## config.mk

```make
export PLATFORM = sky130hd
export DESIGN_NAME = clmul_top
export DESIGN_NICKNAME = d
export VERILOG_FILES = /design/src/logic/clmul_pkg.sv /design/src/logic/clmul_lane.sv /design/src/logic/clmul_dispatch.sv /design/src/logic/clmul_collect.sv /design/src/logic/clmul_wb_slave.sv /design/src/logic/clmul_top.sv
export VERILOG_INCLUDE_DIRS = /design/src /design/src/logic
export SDC_FILE = /design/constraint.sdc
export NUM_CORES = 1
export LEC_CHECK = 0
export ABC_AREA = 1
export BUFFER_PORTS_ARGS = -buffer_cell sky130_fd_sc_hd__buf_4
export CAP_MARGIN = 10
export CORE_MARGIN = 2
export CORE_UTILIZATION = 45
export CTS_BUF_LIST = sky130_fd_sc_hd__clkbuf_4
export CTS_CLUSTER_DIAMETER = 100
export DETAILED_ROUTE_END_ITERATION = 10
export SLEW_MARGIN = 20
export SYNTH_ARGS = -nofsm -noshare
export SYNTH_HDL_FRONTEND = slang
export SYNTH_SLANG_ARGS = --single-unit
```

## constraint.sdc

```tcl
create_clock -name clk -period 4.1 [get_ports clk]
set_clock_uncertainty 0.05 [all_clocks]
set_input_delay 1.025 -clock clk [delete_from_list [all_inputs] [get_ports clk]]
set_output_delay 1.025 -clock clk [all_outputs]
set_load 0.01 [all_outputs]
```

## src/logic/clmul_consts.svh

```systemverilog
/* Carry-less multiplier constants */

`ifndef CLMUL_CONSTS_SVH
`define CLMUL_CONSTS_SVH

// Operand width in bits
`define CLMUL_OPND_W 8

// Number of multiply lanes
`define CLMUL_LANES 4

// Word addresses on the bus
`define CLMUL_ADDR_OPND 2'd0
`define CLMUL_ADDR_RSLT 2'd1

`endif

```

## src/logic/clmul_pkg.sv

```systemverilog
/* Carry-less multiplier types */

`default_nettype none

`include "clmul_consts.svh"

package clmul_pkg;

    typedef logic [`CLMUL_OPND_W-1:0] opnd_t;

    // Top bit of a carry-less product never sets
    typedef logic [2*`CLMUL_OPND_W-1:0] prod_t;

    // At least one bit, also for a single lane
    typedef logic [($clog2(`CLMUL_LANES) > 0 ? $clog2(`CLMUL_LANES) : 1)-1:0] lane_idx_t;

    typedef logic [31:0] wb_data_t;

    // Operand a in the low byte, b above it
    typedef struct packed {
        opnd_t b;
        opnd_t a;
    } clmul_req_t;

    typedef enum logic [1:0] {
        IDLE,
        CALC,
        DONE
    } lane_state_t;

endpackage

`default_nettype wire

```

## src/logic/clmul_lane.sv

```systemverilog
/* Carry-less multiply lane */

`timescale 1ns/100ps
`default_nettype none

`include "clmul_consts.svh"

module clmul_lane
    import clmul_pkg::*;
(
    input  logic       clk,
    input  logic       rst_n,
    input  logic       start,
    input  clmul_req_t req,
    input  logic       take,
    output logic       lane_ready,
    output logic       rslt_valid,
    output prod_t      rslt
);

    lane_state_t state;
    clmul_req_t  opnd_q;
    prod_t       prod_c;

    // Handshake FSM
    always_ff @(posedge clk or negedge rst_n) begin
        if (!rst_n) begin
            state <= IDLE;
        end else begin
            case (state)
                IDLE: begin
                    if (start) begin
                        state <= CALC;
                    end
                end
                CALC: begin
                    state <= DONE;
                end
                DONE: begin
                    // Released only when the collector takes it
                    if (take) begin
                        state <= IDLE;
                    end
                end
                default: begin
                    state <= IDLE;
                end
            endcase
        end
    end

    always_ff @(posedge clk) begin
        if (start && state == IDLE) begin
            opnd_q <= req;
        end
    end

    // Partial products combined with xor, no carries
    always_comb begin
        prod_c = '0;
        for (int i = 0; i < `CLMUL_OPND_W; i++) begin
            if (opnd_q.a[i]) begin
                prod_c = prod_c ^ (prod_t'(opnd_q.b) << i);
            end
        end
    end

    always_ff @(posedge clk) begin
        if (state == CALC) begin
            rslt <= prod_c;
        end
    end

    assign lane_ready = (state == IDLE);
    assign rslt_valid = (state == DONE);

endmodule

`default_nettype wire

```

## src/logic/clmul_dispatch.sv

```systemverilog
/* Round-robin operand dispatcher */

`timescale 1ns/100ps
`default_nettype none

`include "clmul_consts.svh"

module clmul_dispatch
    import clmul_pkg::*;
(
    input  logic                    clk,
    input  logic                    rst_n,
    input  logic                    req_valid,
    input  clmul_req_t              req,
    output logic                    req_ready,
    input  logic [`CLMUL_LANES-1:0] lane_ready,
    output logic [`CLMUL_LANES-1:0] start,
    output clmul_req_t              lane_req
);

    lane_idx_t ptr;
    logic      fire;

    // Only the lane under the pointer may accept
    assign req_ready = lane_ready[ptr];
    assign fire      = req_valid && req_ready;

    always_comb begin
        start = '0;
        if (fire) begin
            start[ptr] = 1'b1;
        end
    end

    // All lanes share the operand bus, start selects one
    assign lane_req = req;

    always_ff @(posedge clk or negedge rst_n) begin
        if (!rst_n) begin
            ptr <= '0;
        end else if (fire) begin
            if (ptr == lane_idx_t'(`CLMUL_LANES - 1)) begin
                ptr <= '0;
            end else begin
                ptr <= ptr + 1'b1;
            end
        end
    end

endmodule

`default_nettype wire

```

## src/logic/clmul_collect.sv

```systemverilog
/* In-order result collector */

`timescale 1ns/100ps
`default_nettype none

`include "clmul_consts.svh"

module clmul_collect
    import clmul_pkg::*;
(
    input  logic                    clk,
    input  logic                    rst_n,
    input  logic [`CLMUL_LANES-1:0] rslt_valid,
    input  prod_t                   rslt [`CLMUL_LANES],
    output logic [`CLMUL_LANES-1:0] take,
    input  logic                    pop,
    output logic                    out_valid,
    output prod_t                   out
);

    lane_idx_t ptr;
    logic      slot_valid;
    prod_t     slot;
    logic      take_fire;

    // Pointer walks the lanes in issue order
    assign take_fire = rslt_valid[ptr] && !slot_valid;

    always_comb begin
        take = '0;
        if (take_fire) begin
            take[ptr] = 1'b1;
        end
    end

    always_ff @(posedge clk or negedge rst_n) begin
        if (!rst_n) begin
            ptr <= '0;
        end else if (take_fire) begin
            if (ptr == lane_idx_t'(`CLMUL_LANES - 1)) begin
                ptr <= '0;
            end else begin
                ptr <= ptr + 1'b1;
            end
        end
    end

    // One-entry output slot
    always_ff @(posedge clk or negedge rst_n) begin
        if (!rst_n) begin
            slot_valid <= 1'b0;
        end else if (take_fire) begin
            slot_valid <= 1'b1;
        end else if (pop) begin
            slot_valid <= 1'b0;
        end
    end

    always_ff @(posedge clk) begin
        if (take_fire) begin
            slot <= rslt[ptr];
        end
    end

    assign out_valid = slot_valid;
    assign out       = slot;

endmodule

`default_nettype wire

```

## src/logic/clmul_wb_slave.sv

```systemverilog
/* Wishbone classic register slave */

`timescale 1ns/100ps
`default_nettype none

`include "clmul_consts.svh"

module clmul_wb_slave
    import clmul_pkg::*;
(
    input  logic       clk,
    input  logic       rst_n,
    input  logic       cyc,
    input  logic       stb,
    input  logic       we,
    input  logic [1:0] adr,
    input  wb_data_t   dat_w,
    output logic       ack,
    output wb_data_t   dat_r,
    output logic       req_valid,
    output clmul_req_t req,
    input  logic       req_ready,
    output logic       pop,
    input  logic       out_valid,
    input  prod_t      out
);

    logic bus_req;
    logic is_opnd;
    logic is_rslt;
    logic accept;
    logic rd_rslt;

    // A cycle in progress that has not been acked yet
    assign bus_req = cyc && stb && !ack;
    assign is_opnd = (adr == `CLMUL_ADDR_OPND);
    assign is_rslt = (adr == `CLMUL_ADDR_RSLT);

    // Operand write stays pending while the dispatcher is busy
    assign req_valid = bus_req && we && is_opnd;
    assign req       = clmul_req_t'(dat_w[2*`CLMUL_OPND_W-1:0]);

    assign accept  = bus_req && (!req_valid || req_ready);
    assign rd_rslt = accept && !we && is_rslt && out_valid;

    // Reading a held result removes it
    assign pop = rd_rslt;

    always_ff @(posedge clk or negedge rst_n) begin
        if (!rst_n) begin
            ack <= 1'b0;
        end else begin
            ack <= accept;
        end
    end

    // Valid flag sits just above the product
    always_ff @(posedge clk or negedge rst_n) begin
        if (!rst_n) begin
            dat_r <= '0;
        end else if (rd_rslt) begin
            dat_r <= wb_data_t'({1'b1, out});
        end else begin
            dat_r <= '0;
        end
    end

endmodule

`default_nettype wire

```

## src/logic/clmul_top.sv

```systemverilog
/* Carry-less multiply accelerator */

`timescale 1ns/100ps
`default_nettype none

`include "clmul_consts.svh"

module clmul_top
    import clmul_pkg::*;
(
    input  logic       clk,
    input  logic       rst_n,
    input  logic       cyc,
    input  logic       stb,
    input  logic       we,
    input  logic [1:0] adr,
    input  wb_data_t   dat_w,
    output logic       ack,
    output wb_data_t   dat_r
);

    logic                    req_valid;
    logic                    req_ready;
    clmul_req_t              req;
    clmul_req_t              lane_req;
    logic [`CLMUL_LANES-1:0] lane_ready;
    logic [`CLMUL_LANES-1:0] start;
    logic [`CLMUL_LANES-1:0] rslt_valid;
    logic [`CLMUL_LANES-1:0] take;
    prod_t                   rslt [`CLMUL_LANES];
    logic                    pop;
    logic                    out_valid;
    prod_t                   out;

    clmul_wb_slave u_wb_slave (
        .clk       (clk),
        .rst_n     (rst_n),
        .cyc       (cyc),
        .stb       (stb),
        .we        (we),
        .adr       (adr),
        .dat_w     (dat_w),
        .ack       (ack),
        .dat_r     (dat_r),
        .req_valid (req_valid),
        .req       (req),
        .req_ready (req_ready),
        .pop       (pop),
        .out_valid (out_valid),
        .out       (out)
    );

    clmul_dispatch u_dispatch (
        .clk        (clk),
        .rst_n      (rst_n),
        .req_valid  (req_valid),
        .req        (req),
        .req_ready  (req_ready),
        .lane_ready (lane_ready),
        .start      (start),
        .lane_req   (lane_req)
    );

    for (genvar i = 0; i < `CLMUL_LANES; i++) begin : g_lane
        clmul_lane u_lane (
            .clk        (clk),
            .rst_n      (rst_n),
            .start      (start[i]),
            .req        (lane_req),
            .take       (take[i]),
            .lane_ready (lane_ready[i]),
            .rslt_valid (rslt_valid[i]),
            .rslt       (rslt[i])
        );
    end

    clmul_collect u_collect (
        .clk        (clk),
        .rst_n      (rst_n),
        .rslt_valid (rslt_valid),
        .rslt       (rslt),
        .take       (take),
        .pop        (pop),
        .out_valid  (out_valid),
        .out        (out)
    );

endmodule

`default_nettype wire

```

Word-level counts from Yosys, hierarchy flattened
Cells that the tools add are included.
W data, S select, Z words.
- bitwise gates (word level): 29
- $add $sub $neg: 2
- multiplexer cells: 62
- $lt $le $gt $ge: 5
- eq/ne operators: 19
- reduce and logical (&&, ||, !) cells: 31
- operators with widths (operator ; number):
    $mux W16 ; 30
    $xor A16 B10 Y16 ; 4
    $xor A16 B11 Y16 ; 4
    $xor A16 B12 Y16 ; 4
    $xor A16 B13 Y16 ; 4
    $xor A16 B14 Y16 ; 4
    $xor A16 B15 Y16 ; 4
    $xor A8 B9 Y9 ; 4
    $bmux W16 S2 ; 1
    $mux W8 ; 4
    $pmux W2 S3 ; 4
    $mux W2 ; 10
    $mux W17 ; 1
    $logic_and A1 B1 Y1 ; 16
    $ne A2 B2 Y1 const B ; 8
    $eq A2 B2 Y1 const B ; 6
    $eq A2 B1 Y1 const B ; 5
    $logic_not A2 Y1 ; 5
    $mux W4 ; 2
    $reduce_and A2 Y1 ; 4
    $lt A2 B3 Y1 const B ; 2
    $mux W1 ; 6
    $add A2 B1 Y2 const B ; 2
    $bmux W1 S2 ; 2
    7 further kinds ; 12
- bits in registers: 190
- logic and storage cells: 170
- output and inout bits: 33

Depth between registers and ports, before layout
Gate-level depths: netlist of run 1.
- depth after elaboration: 15
- gate-level depth with buffers: 12
- gate-level depth less buffers: 11

Cells and area by module
A second synthesis of run 1 with hierarchy kept.
- cells, all modules: 1294
- area total of the unflattened synthesis: 11418.5 um2
- modules (own cells, without submodules) (module ; area each (um2) ; times used ; cells each ; seq. area each (um2)):
    clmul_lane ; 2222.1 ; 4 ; 251 ; 980.9
    clmul_collect ; 1202.4 ; 1 ; 145 ; 555.5
    clmul_wb_slave ; 982.2 ; 1 ; 98 ; 450.4
    clmul_dispatch ; 345.3 ; 1 ; 47 ; 50.0

Worst setup path before layout of run 1
No wires, ideal clock.
- path type: input -> register
- start: input cyc
- end: register g_lane[0].u_lane.opnd_q[0] (netlist name) (enable)
- stages: 6
- arrival: 2.268 ns
- buffers on the path: 0
- library setup time: 0.388 ns
- setup slack: 1.393 ns
- data required time: 3.662 ns
- cell sequence: nand2_1 > nor2_1 > nand3_1 > nor2_2 > inv_2 > nor2_1
- cells in the longest elaborated chain, start to end: 7
- RTL lines (element ; line ; text):
    start, declared ; clmul_top.sv:13 ; input logic cyc,
    $logic_and A1 B1 Y1 (2 in a row) ; clmul_wb_slave.sv:35 ; assign bus_req = cyc && stb && !ack;
    $logic_and A1 B1 Y1 (2 in a row) ; clmul_wb_slave.sv:40 ; assign req_valid = bus_req && we && is_opnd;
    $logic_and A1 B1 Y1 ; clmul_dispatch.sv:26 ; assign fire = req_valid && req_ready;
    $mux W4 ; clmul_dispatch.sv:30 ; if (fire) begin
    $logic_and A1 B1 Y1 ; clmul_lane.sv:53 ; if (start && state == IDLE) begin
    end signal, assigned ; clmul_lane.sv:54 ; opnd_q <= req;
    end, declared ; clmul_lane.sv:22 ; clmul_req_t opnd_q;
Every way passes these cells.
A chain may end at the register's enable or synchronous reset.

Final worst setup path of run 1
- start: register u_wb_slave.ack
- end: output ack
- RTL lines (element ; line ; text):
    start, declared ; clmul_wb_slave.sv:18 ; output logic ack,
    start signal, assigned ; clmul_wb_slave.sv:53 ; ack <= accept;
    end, declared ; clmul_top.sv:18 ; output logic ack,
No word-level cell between the ends.

==> summary.json, run 1 <==
{
  "status": {"value": "complete, no violations"},
  "dpl.hpwl": {"value": 15850, "unit": "µm"},
  "globalplace.congestion": {"value": 0.8838},
  "arrival": {"value": 1.13, "unit": "ns"},
  "pre_cts_ws": {"value": 1.531, "unit": "ns"},
  "max_slew_margin_vs_limit": {"value": 61.15, "unit": "%"},
  "num-nets-final": {"value": 1188},
  "detail_route.drc_violations": {"value": 0},
  "netlist_top_cells_area": {"value": "edfxtp_1 41%, nand2_1 15%, dfrtp_1 7.4%"},
  "timing.critical_path.required": {"value": 3.02, "unit": "ns"},
  "layout.filler_cells": {"value": 2107},
  "timing.critical_path.depth": {"value": 1},
  "post-layout-total-power": {"value": 3.603, "unit": "mW"},
  "synthArstFlopShare": {"value": 17.75, "unit": "%"},
  "detailroute.via_count": {"value": 7007},
  "regToRegEndpoint": {"value": "u_collect.out[14]"},
  "clock-sinks": {"value": 169},
  "pin_count_of_the_biggest_net_entering_global_routing": {"value": 37},
  "post_synthesis_compound_gate_area_fraction": {"value": 2.771, "unit": "%"},
  "dieArea": {"value": 23800, "unit": "µm²"},
  "r2r-start": {"value": "u_collect.ptr[0]"},
  "worst_setup_path_start_kind": {"value": "register"},
  "h_tree_level_count": {"value": 4},
  "synth-xor-area-share": {"value": 12.28, "unit": "%"},
  "drv.max_cap_violation_count": {"value": 0},
  "dpl-instance-area": {"value": 10170, "unit": "µm²"},
  "number_of_flip_flops_and_latches_in_the_synthesized_netlist": {"value": 169},
  "clockBufferDepth": {"value": 2},
  "syn_avg_cell_area": {"value": 8.820, "unit": "µm²"},
  "die_w": {"value": 154.3, "unit": "µm"},
  "final_slew_viol_count": {"value": 0},
  "synth_enable_flop_cells": {"value": 139},
  "initial_antenna_violation_count": {"value": 0},
  "numPlacedInstances": {"value": 1402},
  "setup_violations": {"value": 0},
  "clock_tree_from_tritoncts": {"value": "yes"},
  "critical_path_class": {"value": "reg -> out"},
  "synth_top_family_by_area": {"value": "simple AND/OR/NAND/NOR gates"},
  "worstPathMaxFanout": {"value": 3},
  "routed_via_density": {"value": 4.886},
  "power_density_over_the_cells": {"value": 345.8, "unit": "nW/µm²"},
  "layoutNonFillerInstCount": {"value": 1434},
  "p_leak": {"value": 4.696, "unit": "nW"},
  "port_buffers": {"value": 39},
  "hold_class": {"value": "in -> async"},
  "synth_cells": {"value": 1152},
  "number_of_global_route_vias_before_repair": {"value": 6506},
  "rrSetupSlack": {"value": 1.98, "unit": "ns"},
  "post_synthesis_simple_gate_area_fraction": {"value": 24.33, "unit": "%"},
  "final_util": {"value": 47.30, "unit": "%"},
  "die_height": {"value": 154.3, "unit": "µm"},
  "firstDrtPassIters": {"value": 5},
  "routed_wl": {"value": 22180, "unit": "µm"},
  "post_cts.resized_instances": {"value": 0},
  "tritoncts.num_buffers": {"value": 17},
  "row_count": {"value": 54},
  "initial_core_util": {"value": 46.13, "unit": "%"},
  "yosys.area.top_type": {"value": "edfxtp_1"},
  "postCtsSetupRepairBufs": {"value": 0},
  "floorplan.core_area": {"value": 22030, "unit": "µm²"},
  "cts_hold_buffers": {"value": 0},
  "cell_breakdown_of_the_critical_path": {"value": "buf_4"},
  "r2r_cells": {"value": 6},
  "crit_end": {"value": "ack"},
  "globalRoute.totalOverflow": {"value": 0},
  "drive_above_1_share": {"value": 11.01, "unit": "%"},
  "area_growth": {"value": 2.536, "unit": "%"},
  "ios": {"value": 72},
  "cp-startpoint": {"value": "u_wb_slave.ack"},
  "first_iter_violations": {"value": 669},
  "clock_latency_at_the_later_pin_of_the_worst_skew_pair": {"value": 0.58, "unit": "ns"},
  "final.setup.tns": {"value": 0, "unit": "ns"},
  "synthesis.area": {"value": 10160, "unit": "µm²"},
  "critical_path.endpoint_type": {"value": "output port"},
  "critPathTopFamily": {"value": "flip-flops"},
  "max_stage_delay": {"value": 0.42, "unit": "ns"},
  "ys_warn_count": {"value": 0},
  "route.detailed.wl_per_inst": {"value": 15.46, "unit": "µm"},
  "cts-root-buf": {"value": "clkbuf_4"},
  "timing.final.crit_share": {"value": 53.83, "unit": "%"},
  "timing.critical_path.buf_inv": {"value": 1},
  "clk_pin_slew_worst_paths": {"value": 0.14, "unit": "ns"},
  "synth.yosys.seq_area_share": {"value": 48.47, "unit": "%"},
  "grt.total_usage": {"value": 19.42, "unit": "%"},
  "grt_first_pass_wirelength": {"value": 35420, "unit": "µm"},
  "finalHoldViolCount": {"value": 0},
  "drt.antenna.violating_nets": {"value": 0},
  "main_flop_type_after_synthesis": {"value": "edfxtp_1"},
  "post_synthesis_cell_type_count": {"value": 28},
  "stdcell_area": {"value": 10420, "unit": "µm²"},
  "synth_fa_ha_area_share": {"value": 0.9851, "unit": "%"},
  "setup_slack": {"value": 1.893, "unit": "ns"},
  "synth_largest_type_area_fraction": {"value": 41.08, "unit": "%"},
  "number_of_diodes": {"value": 0},
  "fin_crit": {"value": 2.207, "unit": "ns"},
  "timing_worst_slew_pin_value": {"value": 0.5821, "unit": "ns"},
  "unrepaired_setup_endpoints_after_global_routing": {"value": "no"},
  "achievable-frequency": {"value": 453.1, "unit": "MHz"},
  "final.hold.worst_slack": {"value": 0.3025, "unit": "ns"},
  "critPathSlowestCell": {"value": "dfrtp_1"},
  "yosys-mux-area-fraction": {"value": 0, "unit": "%"},
  "vdd_ir_drop_max": {"value": 228.1, "unit": "µV"}
}
## cell usage in the layout, fill, tap and decap left out
cell type / Yosys / layout
a21oi_1: 1 / 1
buf_4: 55 / 45
bufinv_16: 0 / 1
clkbuf_4: 0 / 20
clkinv_1: 0 / 4
clkinvlp_4: 0 / 5
conb_1: 1 / 16
dfrtp_1: 30 / 30
edfxtp_1: 139 / 139
ha_1: 8 / 8
inv_1: 99 / 99
inv_2: 6 / 6
inv_6: 0 / 2
nand2_1: 410 / 410
nand2_2: 29 / 29
nand2_4: 4 / 4
nand3_1: 73 / 73
nand3b_1: 1 / 1
nor2_1: 66 / 66
nor2_2: 2 / 2
nor3_1: 1 / 1
o21ai_0: 35 / 35
o21bai_1: 1 / 1
o22ai_1: 15 / 15
or2_1: 11 / 11
xnor2_1: 77 / 77
xnor2_2: 11 / 11
xnor2_4: 1 / 1
xor2_1: 40 / 40
xor2_2: 1 / 1
## worst min path at each step
stage	from	to	cells after the start
3_5_place_dp	u_wb_slave.ack	u_wb_slave.ack	1
6_report	rst_n	g_lane[2].u_lane.state[0]	1
3_3_place_gp	u_wb_slave.ack	u_wb_slave.ack	1
2_1_floorplan	u_collect.out[0]	u_wb_slave.dat_r[0]	2
5_1_grt	rst_n	u_wb_slave.dat_r[0]	1
4_1_cts	rst_n	g_lane[2].u_lane.state[0]	1
## registers in the layout (all words and copies together) (netlist names)
signal / count
g_lane.u_lane.state: 8
u_dispatch.ptr: 2
g_lane.u_lane.rslt: 60
u_collect.out: 15
u_wb_slave.ack: 1
u_wb_slave.dat_r: 16
u_collect.ptr: 2
g_lane.u_lane.opnd_q: 64
u_collect.out_valid: 1
## Yosys cell counts (11+ instances only)
cell and instances:
nand2_1 410, edfxtp_1 139, inv_1 99, xnor2_1 77
nand3_1 73, nor2_1 66, buf_4 55, xor2_1 40
o21ai_0 35, dfrtp_1 30, nand2_2 29, buf_6 25
o22ai_1 15, or2_1 11, xnor2_2 11
## power by group
| group | switching, mW | leakage, nW | internal [mW] |
|---|---|---|---|
| clock network | 0.584 | 0.122 | 0.315 |
| logic | 0.458 | 2.92 | 0.195 |
| registers | 0.0733 | 1.66 | 1.98 |
| total | 1.12 | 4.70 | 2.49 |
## kinds of logic (layout without fill, tap and decap cells)
group           count (synthesis)  in the layout
simple gates                  597            597
other cells                     1             16
fa+ha+maj                       8              8
xor+xnor                      130            130
compound gates                 52             52
buf+inv                       195            182
flops                         169            169
## final cells by class
class | instances | area [µm²] | share of cell area [%]
flip-flops and latches | 169 | 4925 | 47.27
inverters | 105 | 394.1 | 3.783
well taps | 280 | 350.3 | 3.363
repair buffers | 45 | 337.8 | 3.242
multi-input cells | 803 | 4161 | 39.94
clock buffers | 20 | 150.1 | 1.441
clock inverters | 12 | 100.1 | 0.9607
## per-layer routing
metal	global-route usage (%)	share of wire (%)
met2	30.77	46
met5	0	0
met1	27.50	47
met3	3.362	5.7
met4	5.732	1.8
No activity file was read; power rests on OpenSTA's default activity.
==> run 2: changes to the inputs <==
==> constraint.sdc (replaced) <==
create_clock -name clk -period 2.1 [get_ports clk]
set_clock_uncertainty 0.05 [all_clocks]
set_input_delay 0.525 -clock clk [delete_from_list [all_inputs] [get_ports clk]]
set_output_delay 0.525 -clock clk [all_outputs]
set_load 0.01 [all_outputs]
==> run 2 against run 1 <==
Compared with the run above:
- sequential cell count unchanged
- critical endpoint is now g_lane[1].u_lane.opnd_q[5]
- combinational power rose by 100%
- sequential share of layout area shrank 0.52 points
==> summary.json, run 2 (synthesis gave the netlist of run 1 again) <==
{
  "status": {"value": "complete, no violations"},
  "die_w": {"value": 154.3, "unit": "µm", "change": "unchanged"},
  "cell_breakdown_of_the_critical_path": {"value": "inv_1, nand2_1, nand3_1, nand2_1, nor2_2, inv_2, nor2_1, buf_12"},
  "grt.total_usage": {"value": 19.20, "unit": "%", "change": "-0.22 points"},
  "cp_common_cell": {"value": "nand2_1"},
  "timing.final.crit_share": {"value": 93.53, "unit": "%"},
  "ios": {"value": 72, "change": "unchanged"},
  "reg_top3": {"value": "g_lane.u_lane.opnd_q (64), g_lane.u_lane.rslt (60), u_wb_slave.dat_r (16)"},
  "drt.antenna.violating_nets": {"value": 0, "change": "unchanged"},
  "unrepaired_setup_endpoints_after_global_routing": {"value": "yes"},
  "final_slew_viol_count": {"value": 0, "change": "unchanged"},
  "pre_cts_ws": {"value": 0.09387, "unit": "ns", "change": "-1.437 ns"},
  "dieArea": {"value": 23800, "unit": "µm²", "change": "unchanged"},
  "die_height": {"value": 154.3, "unit": "µm", "change": "unchanged"},
  "worst_setup_path_start_kind": {"value": "register"},
  "r2r-start": {"value": "u_dispatch.ptr[0]"},
  "critical_path.endpoint_type": {"value": "register"},
  "pin_count_of_the_biggest_net_entering_global_routing": {"value": 32, "change": "-14%"},
  "hold_class": {"value": "in -> reg"},
  "final.setup.tns": {"value": 0, "unit": "ns", "change": "unchanged"},
  "globalplace.congestion": {"value": 0.8537, "change": "-3.4%"},
  "arrival": {"value": 2.21, "unit": "ns", "change": "+1.08 ns"},
  "route.detailed.wl_per_inst": {"value": 15.41, "unit": "µm", "change": "-0.32%"},
  "commonest_cells_after_routing_fill_and_taps_aside": {"value": "410 x nand2_1, 139 x edfxtp_1, 99 x inv_1, 77 x xnor2_1, 73 x nand3_1"},
  "critPathSlowestCell": {"value": "dfrtp_1"},
  "routed_via_density": {"value": 4.871, "change": "-0.32%"},
  "max_stage_delay": {"value": 0.46, "unit": "ns", "change": "+0.04 ns"},
  "power_density_over_the_cells": {"value": 679.7, "unit": "nW/µm²", "change": "+97%"},
  "number_of_diodes": {"value": 0, "change": "unchanged"},
  "setup_violations": {"value": 0, "change": "unchanged"},
  "area_growth": {"value": 3.682, "unit": "%"},
  "setup_slack": {"value": 0.1359, "unit": "ns", "change": "-1.757 ns"},
  "regToRegEndpoint": {"value": "g_lane[1].u_lane.opnd_q[5]"},
  "tritoncts.num_buffers": {"value": 17, "change": "unchanged"},
  "routed_wl": {"value": 22200, "unit": "µm", "change": "about the same"},
  "numPlacedInstances": {"value": 1409, "change": "+0.50%"},
  "vdd_ir_drop_max": {"value": 519.6, "unit": "µV", "change": "+130%"},
  "crit_end": {"value": "g_lane[1].u_lane.opnd_q[5]"},
  "globalRoute.totalOverflow": {"value": 0, "change": "unchanged"},
  "port_buffers": {"value": 39, "change": "unchanged"},
  "drive_above_1_share": {"value": 11.55, "unit": "%", "change": "+0.55 points"},
  "postCtsSetupRepairBufs": {"value": 0, "change": "unchanged"},
  "first_iter_violations": {"value": 596, "change": "-11%"},
  "max_slew_margin_vs_limit": {"value": 59.58, "unit": "%", "change": "-1.6 points"},
  "number_of_global_route_vias_before_repair": {"value": 6366, "change": "-2.2%"},
  "achievable-frequency": {"value": 509.1, "unit": "MHz"},
  "registers.top_by_ff_count": {"value": "g_lane.u_lane.opnd_q"},
  "initial_core_util": {"value": 46.13, "unit": "%", "change": "unchanged"},
  "critical_path_class": {"value": "reg -> reg"},
  "cp-startpoint": {"value": "u_dispatch.ptr[0]"},
  "p_leak": {"value": 4.763, "unit": "nW", "change": "+1.4%"},
  "worstPathMaxFanout": {"value": 16, "change": "+13"},
  "detail_route.drc_violations": {"value": 0, "change": "unchanged"},
  "num-nets-final": {"value": 1196, "change": "+0.67%"},
  "timing.critical_path.required": {"value": 2.34, "unit": "ns", "change": "-0.68 ns"},
  "clockBufferDepth": {"value": 2, "change": "unchanged"},
  "row_count": {"value": 54, "change": "unchanged"},
  "h_tree_level_count": {"value": 4, "change": "unchanged"},
  "fin_crit": {"value": 1.964, "unit": "ns"},
  "timing_worst_slew_pin_value": {"value": 0.6057, "unit": "ns", "change": "+0.02364 ns"},
  "clock_tree_from_tritoncts": {"value": "yes"},
  "initial_antenna_violation_count": {"value": 0, "change": "unchanged"},
  "floorplan.core_area": {"value": 22030, "unit": "µm²", "change": "unchanged"},
  "drv.max_cap_violation_count": {"value": 0, "change": "unchanged"},
  "r2r_cells": {"value": 8, "change": "+2"},
  "largest_register_ff_count": {"value": 64, "change": "unchanged"},
  "layout_commonest_cell": {"value": "nand2_1"},
  "detailroute.via_count": {"value": 7014, "change": "+0.10%"},
  "finalHoldViolCount": {"value": 0, "change": "unchanged"},
  "post_cts.resized_instances": {"value": 0, "change": "unchanged"},
  "clock-sinks": {"value": 169, "change": "unchanged"},
  "grt_first_pass_wirelength": {"value": 34950, "unit": "µm", "change": "-1.3%"},
  "layoutNonFillerInstCount": {"value": 1440, "change": "+0.42%"},
  "firstDrtPassIters": {"value": 5, "change": "unchanged"},
  "clock_latency_at_the_later_pin_of_the_worst_skew_pair": {"value": 0.58, "unit": "ns", "change": "about the same"},
  "rrSetupSlack": {"value": 0.14, "unit": "ns", "change": "-1.84 ns"},
  "clk_pin_slew_worst_paths": {"value": 0.15, "unit": "ns", "change": "about the same"},
  "dpl.hpwl": {"value": 16070, "unit": "µm", "change": "+1.4%"},
  "cts-root-buf": {"value": "clkbuf_4"}
}
run 2: cell types whose count changed in the layout (fill, tap and decap cells not counted), sizes merged:
cell and delta:
clkinv +2, buf +7, clkbuf -1, bufinv +1, clkinvlp -4, dlygate4sd3 +1
run 2: area by class of cell:
cell class,count,area [µm²]
multi-input cells,803,4161
clock buffers,19,142.6
repair buffers,53,437.9
fillers,2094,11490
clock inverters,11,123.9
well taps,280,350.3
inverters,105,394.1
flip-flops and latches,169,4925
run 2: power breakdown:
group | switching (mW) | internal (mW)
clock | 1.13 | 0.723
sequential | 0.128 | 3.86
combinational | 0.911 | 0.405
total | 2.17 | 4.99
run 2: stage by stage:
step                hold WS [ns]  total power [mW]  util [%]  cell area [µm²]
finish                    0.1166             7.161     47.83            10540
global route             0.06760             7.520     47.83            10540
floorplan                 0.1794             4.944         -            10220
CTS                      0.07261             7.209     47.83            10540
global placement          0.4003             5.369     46.57            10260
detailed placement        0.4074             5.373     46.57            10260
run 2: how the worst min path moves through the flow:
stage,startpoint,endpoint,slack [ns],depth (start not counted)
3_5_place_dp,u_wb_slave.ack,u_wb_slave.ack,0.41,1
3_3_place_gp,u_wb_slave.ack,u_wb_slave.ack,0.40,1
4_1_cts,dat_w[14],g_lane[3].u_lane.opnd_q[14],0.07,1
2_1_floorplan,rst_n,g_lane[0].u_lane.state[0],0.18,0
5_1_grt,dat_w[14],g_lane[3].u_lane.opnd_q[14],0.07,1
6_report,dat_w[15],g_lane[1].u_lane.opnd_q[15],0.12,1
run 2: routing by layer:
layer / up-vias / GRT usage, % / part of all wire [%]
li1: 3559 / - / -
met1: 3196 / 27.26 / 47
met2: 220 / 29.60 / 44
met3: 39 / 3.138 / 5.8
met4: 0 / 7.540 / 3.2
met5: - / 0 / 0
run 2: critical path, delay by kind of cell, from the launching register on:
family	cells	cell delay (ns)
AND/OR/NAND/NOR	5	0.67
buffers and inverters	3	0.48
flip-flops	1	0.46
run 2: repair_timing:
item | CTS | global route
hold buffers | 1 | 0
endpoints found under the hold margin | 30 | 0
endpoints found under the setup margin | 0 | 28
